--- src/hdl/spiPkg.sv ---
package spiPkg;

  //////////////////////////////
  // FIFO sizing
  //////////////////////////////

  // Both FIFOs hold 2**fifoDepthLog entries
  localparam int fifoDepthLog = 3;
  localparam int fifoDepth = 1 << fifoDepthLog;

  // Register offsets, word aligned
  typedef enum logic [7:0] {
    SCKDIV  = 8'h00,
    SCKMODE = 8'h04,
    CSID    = 8'h10,
    CSDEF   = 8'h14,
    CSMODE  = 8'h18,
    FMT     = 8'h40,
    TXDATA  = 8'h48,
    RXDATA  = 8'h4C,
    TXMARK  = 8'h50,
    RXMARK  = 8'h54,
    IE      = 8'h70,
    IP      = 8'h74
  } regAddr;

  // Configuration seen by the datapath
  typedef struct packed {
    logic [11:0] sckDiv;
    logic        sckPol;
    logic        sckPha;
    logic [1:0]  csId;
    logic [3:0]  csDef;
    logic        csOff;
    logic [3:0]  frameLen;
    logic        lsbFirst;
  } spiCfg;

  // Single-cycle strobes from the controller
  typedef struct packed {
    logic sckTick;
    logic shiftEdge;
    logic sampleEdge;
    logic endOfFrame;
  } spiTicks;

  typedef enum logic [1:0] {IDLE, ACTIVE, GAP} frameState;
  typedef enum logic [1:0] {READY, START, WAIT} startState;

  // Values after reset: div 3, mode 0, CS 0 with all high, 8-bit MSB-first
  localparam spiCfg cfgReset = '{
    sckDiv: 12'd3, sckPol: 1'b0, sckPha: 1'b0, csId: 2'd0,
    csDef: 4'b1111, csOff: 1'b0, frameLen: 4'd8, lsbFirst: 1'b0
  };

endpackage

--- src/hdl/spiFifo.sv ---
`timescale 1ns/10ps

module spiFifo import spiPkg::*; (
  input  logic                    PCLK,
  input  logic                    PRESETn,
  input  logic                    push,
  input  logic                    pop,
  input  logic [7:0]              wrData,
  input  logic [fifoDepthLog-1:0] mark,
  output logic [7:0]              rdData,
  output logic                    full,
  output logic                    empty,
  output logic                    belowMark,
  output logic                    aboveMark
);

  logic [7:0]              mem [fifoDepth];
  logic [fifoDepthLog-1:0] wrPtr;
  logic [fifoDepthLog-1:0] rdPtr;
  // One extra bit so a full FIFO is distinct from an empty one
  logic [fifoDepthLog:0]   count;
  logic                    doPush;
  logic                    doPop;

  // Writes to a full FIFO and reads from an empty one are ignored
  assign doPush = push & ~full;
  assign doPop  = pop & ~empty;

  // Storage
  always_ff @(posedge PCLK) begin
    if (doPush) begin
      mem[wrPtr] <= wrData;
    end
  end

  // Pointers wrap on their own at the power-of-two depth
  always_ff @(posedge PCLK) begin
    if (!PRESETn) begin
      wrPtr <= '0;
      rdPtr <= '0;
      count <= '0;
    end else begin
      if (doPush) wrPtr <= wrPtr + 1'b1;
      if (doPop) rdPtr <= rdPtr + 1'b1;
      case ({doPush, doPop})
        2'b10:   count <= count + 1'b1;
        2'b01:   count <= count - 1'b1;
        default: count <= count;
      endcase
    end
  end

  // Head is visible without a read strobe
  assign rdData = mem[rdPtr];
  assign full   = (count == (fifoDepthLog+1)'(fifoDepth));
  assign empty  = (count == '0);

  // Watermark compares, strict in both directions
  assign belowMark = (count < {1'b0, mark});
  assign aboveMark = (count > {1'b0, mark});

endmodule

--- src/hdl/spiRegs.sv ---
`timescale 1ns/10ps

module spiRegs import spiPkg::*; (
  input  logic                    PCLK,
  input  logic                    PRESETn,
  input  logic                    PSEL,
  input  logic                    PENABLE,
  input  logic                    PWRITE,
  input  logic [7:0]              PADDR,
  input  logic [31:0]             PWDATA,
  output logic [31:0]             PRDATA,
  output spiCfg                   cfg,
  output logic                    txPush,
  output logic [7:0]              txWrData,
  output logic                    rxPop,
  output logic [fifoDepthLog-1:0] txMark,
  output logic [fifoDepthLog-1:0] rxMark,
  input  logic                    txFull,
  input  logic                    rxEmpty,
  input  logic [7:0]              rxRdData,
  input  logic                    txBelowMark,
  input  logic                    rxAboveMark,
  output logic                    sckRestart,
  output logic                    SPIIntr
);

  regAddr     addr;
  logic       wrEn;
  logic       rdEn;
  // Bit 0 transmit watermark, bit 1 receive watermark
  logic [1:0] ie;
  logic [1:0] ip;

  // Offsets are word aligned so the low address bits drop out
  assign addr = regAddr'({PADDR[7:2], 2'b00});
  // Access phase only
  assign wrEn = PSEL & PENABLE & PWRITE;
  assign rdEn = PSEL & PENABLE & ~PWRITE;

  // FIFO strobes land on the edge that closes the access phase
  assign txPush     = wrEn & (addr == TXDATA) & ~txFull;
  assign txWrData   = PWDATA[7:0];
  // Pop only when the captured read returned a byte
  assign rxPop      = rdEn & (addr == RXDATA) & ~PRDATA[31];
  // Divider starts a fresh half period after a new SCKDIV
  assign sckRestart = wrEn & (addr == SCKDIV);

  //////////////////////////////
  // Register writes
  //////////////////////////////
  always_ff @(posedge PCLK) begin
    if (!PRESETn) begin
      cfg    <= cfgReset;
      txMark <= '0;
      rxMark <= '0;
      ie     <= '0;
      ip     <= '0;
    end else begin
      if (wrEn) begin
        case (addr)
          SCKDIV: cfg.sckDiv <= PWDATA[11:0];
          SCKMODE: begin
            cfg.sckPha <= PWDATA[0];
            cfg.sckPol <= PWDATA[1];
          end
          CSID:   cfg.csId <= PWDATA[1:0];
          CSDEF:  cfg.csDef <= PWDATA[3:0];
          // Only auto (0) and off (3) exist
          CSMODE: cfg.csOff <= &PWDATA[1:0];
          FMT: begin
            cfg.frameLen <= PWDATA[19:16];
            cfg.lsbFirst <= PWDATA[2];
          end
          TXMARK: txMark <= PWDATA[fifoDepthLog-1:0];
          RXMARK: rxMark <= PWDATA[fifoDepthLog-1:0];
          IE:     ie <= PWDATA[1:0];
          default: ;
        endcase
      end
      // Pending bits trail the FIFO levels by one cycle
      ip <= {rxAboveMark, txBelowMark};
    end
  end

  //////////////////////////////
  // Read mux
  //////////////////////////////
  // Captured at the end of setup so it holds through access
  always_ff @(posedge PCLK) begin
    if (!PRESETn) begin
      PRDATA <= '0;
    end else if (PSEL && !PENABLE) begin
      case (addr)
        SCKDIV:  PRDATA <= {20'b0, cfg.sckDiv};
        SCKMODE: PRDATA <= {30'b0, cfg.sckPol, cfg.sckPha};
        CSID:    PRDATA <= {30'b0, cfg.csId};
        CSDEF:   PRDATA <= {28'b0, cfg.csDef};
        CSMODE:  PRDATA <= {30'b0, cfg.csOff, cfg.csOff};
        FMT:     PRDATA <= {12'b0, cfg.frameLen, 13'b0, cfg.lsbFirst, 2'b0};
        // Bit 31 flags a full transmit FIFO
        TXDATA:  PRDATA <= {txFull, 31'b0};
        // Bit 31 flags an empty receive FIFO
        RXDATA:  PRDATA <= {rxEmpty, 23'b0, rxRdData};
        TXMARK:  PRDATA <= 32'(txMark);
        RXMARK:  PRDATA <= 32'(rxMark);
        IE:      PRDATA <= {30'b0, ie};
        IP:      PRDATA <= {30'b0, ip};
        default: PRDATA <= '0;
      endcase
    end
  end

  // Any enabled pending source raises the line
  assign SPIIntr = |(ip & ie);

endmodule

--- src/hdl/spiController.sv ---
`timescale 1ns/10ps

module spiController import spiPkg::*; (
  input  logic    PCLK,
  input  logic    PRESETn,
  input  spiCfg   cfg,
  input  logic    txStart,
  input  logic    txEmpty,
  input  logic    sckRestart,
  output spiTicks ticks,
  output logic    busy,
  output logic    SPICLK
);

  frameState   state;
  logic [11:0] divCnt;
  logic        tick;
  // Low at the idle level, high between leading and trailing edge
  logic        sckLevel;
  logic [3:0]  bitCnt;
  logic        leading;
  logic        trailing;
  logic        lastBit;

  //////////////////////////////
  // Half-period divider
  //////////////////////////////
  // Tick every sckDiv+1 cycles
  assign tick = (divCnt == cfg.sckDiv);

  always_ff @(posedge PCLK) begin
    if (!PRESETn) begin
      divCnt <= '0;
    end else if (sckRestart || txStart || tick) begin
      // A new frame starts on a full half period
      divCnt <= '0;
    end else begin
      divCnt <= divCnt + 12'd1;
    end
  end

  // Serial clock edges, only while a frame is on the wire
  assign leading  = tick & (state == ACTIVE) & ~sckLevel;
  assign trailing = tick & (state == ACTIVE) & sckLevel;
  assign lastBit  = (bitCnt == cfg.frameLen - 4'd1);

  //////////////////////////////
  // Frame FSM
  //////////////////////////////
  always_ff @(posedge PCLK) begin
    if (!PRESETn) begin
      state    <= IDLE;
      sckLevel <= 1'b0;
      bitCnt   <= '0;
    end else begin
      case (state)
        IDLE: begin
          if (txStart) begin
            state    <= ACTIVE;
            sckLevel <= 1'b0;
            bitCnt   <= '0;
          end
        end
        ACTIVE: begin
          if (tick) begin
            sckLevel <= ~sckLevel;
            // Bit count advances on the trailing edge
            if (sckLevel) begin
              if (lastBit) begin
                state  <= GAP;
                bitCnt <= '0;
              end else begin
                bitCnt <= bitCnt + 4'd1;
              end
            end
          end
        end
        GAP: begin
          // One idle tick, then straight on if more data waits
          if (tick) state <= txEmpty ? IDLE : ACTIVE;
        end
        default: state <= IDLE;
      endcase
    end
  end

  // Phase 0 samples on leading, shifts on trailing
  // Phase 1 swaps them and skips the first shift, the MSB is already out
  assign ticks.sckTick    = tick;
  assign ticks.shiftEdge  = cfg.sckPha ? (leading & (bitCnt != 4'd0)) : trailing;
  assign ticks.sampleEdge = cfg.sckPha ? trailing : leading;
  assign ticks.endOfFrame = tick & (state == GAP);

  assign busy   = (state != IDLE);
  // Follows sckPol directly whenever no frame runs
  assign SPICLK = cfg.sckPol ^ sckLevel;

endmodule

--- src/hdl/spiShifter.sv ---
`timescale 1ns/10ps

module spiShifter import spiPkg::*; (
  input  logic       PCLK,
  input  logic       PRESETn,
  input  spiCfg      cfg,
  input  spiTicks    ticks,
  input  logic       load,
  input  logic [7:0] txByte,
  input  logic       SPIIn,
  output logic       SPIOut,
  output logic [7:0] rxByte
);

  logic [7:0] txEndian;
  logic [7:0] txReg;
  logic [7:0] rxReg;
  logic [7:0] rxAligned;
  logic [3:0] alignShift;

  //////////////////////////////
  // Transmit side
  //////////////////////////////
  // Register always shifts MSB first, so LSB-first bytes are flipped on load
  assign txEndian = cfg.lsbFirst ? {<<{txByte}} : txByte;

  always_ff @(posedge PCLK) begin
    if (!PRESETn) begin
      txReg <= '0;
    end else if (load) begin
      txReg <= txEndian;
    end else if (ticks.shiftEdge) begin
      txReg <= {txReg[6:0], 1'b0};
    end
  end

  assign SPIOut = txReg[7];

  //////////////////////////////
  // Receive side
  //////////////////////////////
  // Sampling is on the opposite edge from shifting
  always_ff @(posedge PCLK) begin
    if (ticks.sampleEdge) begin
      rxReg <= {rxReg[6:0], SPIIn};
    end
  end

  // Short frames land in the low bits, move them to the top
  assign alignShift = 4'd8 - cfg.frameLen;
  assign rxAligned  = rxReg << alignShift;
  // Undo the flip for LSB-first frames
  assign rxByte     = cfg.lsbFirst ? {<<{rxAligned}} : rxAligned;

endmodule

--- src/hdl/spiApb.sv ---
`timescale 1ns/10ps

module spiApb import spiPkg::*; (
  input  logic        PCLK,
  input  logic        PRESETn,
  input  logic        PSEL,
  input  logic        PENABLE,
  input  logic        PWRITE,
  input  logic [7:0]  PADDR,
  input  logic [31:0] PWDATA,
  // Word-only registers, byte strobes are ignored
  input  logic [3:0]  PSTRB,
  output logic        PREADY,
  output logic [31:0] PRDATA,
  input  logic        SPIIn,
  output logic        SPIOut,
  output logic        SPICLK,
  output logic [3:0]  SPICS,
  output logic        SPIIntr
);

  spiCfg                   cfg;
  spiTicks                 ticks;
  startState               curState;
  startState               nextState;
  logic                    txPush, rxPop, sckRestart;
  logic [7:0]              txWrData, txHead, rxByte, rxRdData;
  logic [fifoDepthLog-1:0] txMark, rxMark;
  logic                    txFull, txEmpty, rxEmpty;
  logic                    txBelowMark, rxAboveMark;
  logic                    txStart, busy, load, loaded;

  // No wait states
  assign PREADY = 1'b1;

  spiRegs regs (.PCLK, .PRESETn, .PSEL, .PENABLE, .PWRITE, .PADDR, .PWDATA, .PRDATA,
    .cfg, .txPush, .txWrData, .rxPop, .txMark, .rxMark, .txFull, .rxEmpty, .rxRdData,
    .txBelowMark, .rxAboveMark, .sckRestart, .SPIIntr);

  spiController ctrl (.PCLK, .PRESETn, .cfg, .txStart, .txEmpty, .sckRestart,
    .ticks, .busy, .SPICLK);

  // First byte on txStart, later ones back to back at end of frame
  assign load = txStart | (ticks.endOfFrame & ~txEmpty);

  spiShifter shifter (.PCLK, .PRESETn, .cfg, .ticks, .load, .txByte(txHead), .SPIIn,
    .SPIOut, .rxByte);

  // Transmit FIFO pops as its head goes into the shift register
  spiFifo txFifo (.PCLK, .PRESETn, .push(txPush), .pop(load), .wrData(txWrData),
    .mark(txMark), .rdData(txHead), .full(txFull), .empty(txEmpty),
    .belowMark(txBelowMark), .aboveMark());

  // Completed frames drop silently when full
  spiFifo rxFifo (.PCLK, .PRESETn, .push(ticks.endOfFrame), .pop(rxPop), .wrData(rxByte),
    .mark(rxMark), .rdData(rxRdData), .full(), .empty(rxEmpty),
    .belowMark(), .aboveMark(rxAboveMark));

  //////////////////////////////
  // Transmit start FSM
  //////////////////////////////
  // Set on load, cleared once the first bit moves or the frame ends
  always_ff @(posedge PCLK) begin
    if (!PRESETn) loaded <= 1'b0;
    else if (load) loaded <= 1'b1;
    else if (ticks.shiftEdge || ticks.endOfFrame) loaded <= 1'b0;
  end

  always_ff @(posedge PCLK) begin
    if (!PRESETn) curState <= READY;
    else curState <= nextState;
  end

  always_comb begin
    nextState = curState;
    case (curState)
      READY: if (!txEmpty && !busy) nextState = START;
      START: nextState = WAIT;
      WAIT: if (!busy && !loaded) nextState = READY;
      default: nextState = READY;
    endcase
  end

  assign txStart = (curState == START);

  // Selected line inverts csDef while a frame runs, off mode holds csDef
  assign SPICS = (cfg.csOff || !busy) ? cfg.csDef : cfg.csDef ^ (4'b0001 << cfg.csId);

endmodule

--- config.mk ---
export PLATFORM = sky130hd
export DESIGN_NAME = spiApb
export DESIGN_NICKNAME = d
export VERILOG_FILES = /design/src/hdl/spiPkg.sv /design/src/hdl/spiFifo.sv /design/src/hdl/spiRegs.sv /design/src/hdl/spiController.sv /design/src/hdl/spiShifter.sv /design/src/hdl/spiApb.sv
export SDC_FILE = /design/constraint.sdc
export NUM_CORES = 1
export LEC_CHECK = 0
export ABC_CLOCK_PERIOD_IN_PS = 6300
export BUFFER_PORTS_ARGS = -buffer_cell sky130_fd_sc_hd__buf_2
export CAP_MARGIN = 10
export CORE_ASPECT_RATIO = 1.5
export CORE_MARGIN = 1.5
export CORE_UTILIZATION = 60
export DETAILED_ROUTE_END_ITERATION = 7
export PLACE_DENSITY = 0.8
export REMOVE_ABC_BUFFERS = 1
export SKIP_CTS_REPAIR_TIMING = 1
export SLEW_MARGIN = 20
export SYNTH_ARGS = -nofsm -noshare
export SYNTH_HDL_FRONTEND = slang
export SYNTH_SLANG_ARGS = --single-unit
--- constraint.sdc ---
create_clock -name PCLK -period 6.3 [get_ports PCLK]
set_input_delay 1.26 -clock PCLK [delete_from_list [all_inputs] [get_ports PCLK]]
set_output_delay 1.26 -clock PCLK [all_outputs]
set_load 0.005 [all_outputs]
==> summary.md <==
The flow ran to the end, and the final reports show no timing, DRC or antenna violations. At the end of routability-driven placement, the weighted congestion stood at 0.919. The post-route clock period utilization works out to 0.592.

In the final routed layout, each cell accounts on average for 18.8 um. Data arrives at the worst endpoint at 4.16 ns. The sequential area share after synthesis was 0.559.

The run gives 36700 um as the first-pass GRT wire length. The tightest min-delay check is of the reg -> reg type. The final layout net count was 1036. Walking the worst path, the cells encountered are xor2_1, nor4_4, nand4_1, nand2b_1, ha_1, ha_1, a21o_1, a21oi_1, xnor2_1, or3_1, a21oi_1. The floorplan step set the die height to 170 um. Of all nets on the critical path, the largest fanout is 8. For this run, the number of Yosys warnings is 0.

During I/O placement, the number of pins put on the boundary was 90. Share of the synthesized area in the top cell type: 0.364. For this run, design rule violations remaining after detail routing come to 0.

The run gives 0 as the final-report hold violation count. The proportion of power drawn by the clock network was 0.442. Clock sink count: 245.

Across the VDD grid, the largest voltage drop is 0.000270 V. Sorting the synthesized cells by area gives the leading types as sky130_fd_sc_hd__edfxtp_1 36%, sky130_fd_sc_hd__dfxtp_1 19%, sky130_fd_sc_hd__mux4_2 7.4%. Number of failing setup endpoints in the final timing report: 0. Leaving out fill and tap cells, the most frequent cells in the layout are 136 x sky130_fd_sc_hd__edfxtp_1, 107 x sky130_fd_sc_hd__dfxtp_1, 86 x sky130_fd_sc_hd__nand2_1, 72 x sky130_fd_sc_hd__nor2_1, 64 x sky130_fd_sc_hd__a21oi_1. For the pin with the worst max-slew slack, the measured transition is 0.984 ns.

The number of antenna violations at the first check in global routing is 0, and the number of buffers added on ports is 51. The clock passes through at most 3 buffers. Static timing analysis puts the maximum clock frequency at 268 MHz. The share of post-route cells with drive strength above 1 is 0.166, and the clock transition time at the flip-flop clock pins of the worst setup and hold paths is 0.07 ns. 0 antenna diodes ended up in the layout. The run gives 0.242 as the global-route usage over all layers.

The final route contains 7318 vias. The power dissipated by switching net loads is 645 uW. The capturing element type of the critical path was a flip-flop.

The fraction of synthesis flops using an asynchronous set or reset pin was 0; the die footprint was 19500 um2. Among all flip-flop cells after synthesis, the most frequent one is sky130_fd_sc_hd__edfxtp_1. Launch instance of the worst register-to-register path: regs.cfg[20]. The internal power came out at 2.52 mW. The root buffer cell chosen for the clock tree is sky130_fd_sc_hd__clkbuf_16. Library cell contributing the largest single delay on the critical path: sky130_fd_sc_hd__nor4_4. Adding up every negative setup slack in the final design gives 0 ns. In the synthesized netlist, the number of instances is 931. The number of H-tree levels is 1. For this block, the routed nets add up to 23200 um of wire. Register-to-register setup slack: 2.57 ns. For the worst flop-to-flop path, the logic depth is 11. TritonCTS built the clock tree. The first detailed-routing pass ran for 5 iterations. The critical path in this run is classified as reg -> reg. The worst hold path passes through 2 cells. The width of the die was 115 um; the power per cell area was 256 nW/um2.

The detailed placement HPWL came out at 16200 um. The run gives 53 as the pin count of the biggest net entering global routing. In this run the core area contains 61 standard-cell rows.

Setup repair after global routing left no endpoint under its margin. The filler cells instantiated in the layout total 1316. The run gives 0.610 as the starting density of the core. The run gives 7239 as the number of global-route vias before repair. The tools report the number of design-rule violations left by the first detailed-router iteration as 559.

The startpoint identified for the worst hold timing path is regs.PRDATA[11]. For the max-slew violation count, the log shows 0. The library cell used most frequently in the layout, excluding fill and tap cells, is sky130_fd_sc_hd__edfxtp_1. The antenna violation net count after detailed routing was 0. Dividing the detail-routed via count by the number of cells gives 5.94. Hold is met by 0.456 ns. The worst hold path terminates at regs.PRDATA[11]. On the worst path, the slowest cell contributes a delay of 0.59 ns. Across the run, the number of max-cap violations was 0. After synthesis, the netlist uses 71 different library cells.

Dividing the synthesized area by the synthesized cell count gives 12.0 um2. The clock buffer count from CTS was 23. The worst register-to-register path ends at rxFifo.count[3]. The worst setup path is launched from a flip-flop. The global route total overflow came out at 0.

The final core utilization was 0.672. The logs give 0.533 for the sequential fraction of design power and 0.337 for the worst slew margin relative to its limit. At the later pin of the worst-skew pair, clock insertion delay measures 0.50 ns.

Summed over all instances, the cell type with the most area after synthesis is sky130_fd_sc_hd__edfxtp_1. Synthesis inferred 245 register bits. From synthesis to final layout, the design area changed by 10.2%. The share of total power consumed by net switching came out at 0.204. The cell area after synthesis is 11200 um2, and the number of flops mapped to enable cells by yosys is 136. The smallest clock period supported by the final layout is computed as 3.73 ns. Data on the critical path is required at its endpoint by 6.73 ns. In this run the static leakage power is 4.35 nW. For the combinational fraction of design power, the log shows 0.025.

Clock skew on the completed layout was measured at 0.0101 ns. After floorplanning, the core was sized to cover 18400 um2.
-- power groups by stage --
| stage | Combinational, mW | Clock, mW | Sequential, mW |
|---|---|---|---|
| floorplan | 0.0377 | 0 | 1.72 |
| global placement | 0.0750 | 0 | 1.72 |
| detailed placement | 0.0770 | 0 | 1.72 |
| CTS | 0.0777 | 1.41 | 1.69 |
| global route | 0.0863 | 1.47 | 1.69 |
| finish | 0.0786 | 1.40 | 1.69 |
-- worst max-delay path, delay by kind of cell, from the launching register on --
family | cells | cell delay [ns]
compound gates | 3 | 0.51
fa+ha+maj | 2 | 0.64
xor+xnor | 2 | 0.24
simple gates | 4 | 1.80
flops | 1 | 0.45
-- through the flow --
stage | std cells | worst slack (ns) | area, um2 | power, mW
2_1_floorplan | 881 | 2.59 | 10900 | 1.76
3_3_place_gp | 1192 | 2.15 | 11600 | 1.80
3_5_place_dp | 1192 | 2.15 | 11600 | 1.80
4_1_cts | 1233 | 2.57 | 12300 | 3.18
5_1_grt | 1233 | 2.39 | 12400 | 3.24
6_report | 1233 | 2.57 | 12400 | 3.16
-- flip-flops by register name (all words and copies together), names as in the netlist, 4 cells and up, named ones only --
| signal | count |
|---|---|
| shifter.txReg | 8 |
| txFifo.count | 4 |
| rxFifo.mem | 64 |
| rxFifo.count | 4 |
| txFifo.mem | 64 |
| shifter.rxReg | 8 |
| regs.PRDATA | 17 |
| ctrl.bitCnt | 4 |
| ctrl.divCnt | 12 |
| regs.cfg | 26 |
-- routing by layer --
layer / global-route usage / part of all wire / vias up
li1: - / - / 3466
met1: 0.272 / 0.37 / 3577
met2: 0.444 / 0.53 / 209
met3: 0.0292 / 0.042 / 66
met4: 0.128 / 0.052 / 0
met5: 0 / 0 / -
-- Yosys cell counts (7+ instances only) --
| library cell | number |
|---|---|
| sky130_fd_sc_hd__a21oi_1 | 64 |
| sky130_fd_sc_hd__buf_2 | 13 |
| sky130_fd_sc_hd__buf_4 | 16 |
| sky130_fd_sc_hd__clkbuf_1 | 29 |
| sky130_fd_sc_hd__dfxtp_1 | 109 |
| sky130_fd_sc_hd__edfxtp_1 | 136 |
| sky130_fd_sc_hd__ha_1 | 20 |
| sky130_fd_sc_hd__inv_1 | 27 |
| sky130_fd_sc_hd__mux2i_1 | 60 |
| sky130_fd_sc_hd__mux4_2 | 37 |
| sky130_fd_sc_hd__nand2_1 | 86 |
| sky130_fd_sc_hd__nand2b_1 | 17 |
| sky130_fd_sc_hd__nand3_1 | 40 |
| sky130_fd_sc_hd__nand4_1 | 7 |
| sky130_fd_sc_hd__nor2_1 | 72 |
| sky130_fd_sc_hd__nor3_1 | 19 |
| sky130_fd_sc_hd__nor4_1 | 7 |
| sky130_fd_sc_hd__o21ai_0 | 19 |
| sky130_fd_sc_hd__xnor2_1 | 16 |
| sky130_fd_sc_hd__xor2_1 | 29 |
-- area by class of cell --
| class | count | area [um2] | area share |
|---|---|---|---|
| clock buffers | 31 | 656 | 0.0530 |
| clock inverters | 10 | 111 | 0.00901 |
| inverters | 28 | 105 | 0.00850 |
| multi-input cells | 608 | 4590 | 0.371 |
| flip-flops and latches | 245 | 6270 | 0.507 |
| well taps | 252 | 315 | 0.0255 |
| repair buffers | 59 | 315 | 0.0255 |
-- logic make-up after synthesis --
kind of cell    synth area share
other cells             0.000670
xor+xnor                  0.0366
compound gates            0.0746
flops                      0.559
mux                        0.132
fa+ha+maj                 0.0241
buf+inv                   0.0389
simple gates               0.134
-- worst max-delay path by stage --
stage,start,to,slack (ns),depth (start not counted)
6_report,regs.cfg[20],rxFifo.count[3],2.57,11
5_1_grt,PADDR[3],rxFifo.count[3],2.39,11
4_1_cts,regs.cfg[20],rxFifo.count[3],2.57,11
3_5_place_dp,PADDR[3],rxFifo.count[3],2.15,11
3_3_place_gp,PADDR[3],rxFifo.count[3],2.15,11
2_1_floorplan,PADDR[7],rxFifo.count[3],2.59,10
Note: power is estimated with default switching activity, not from simulation.
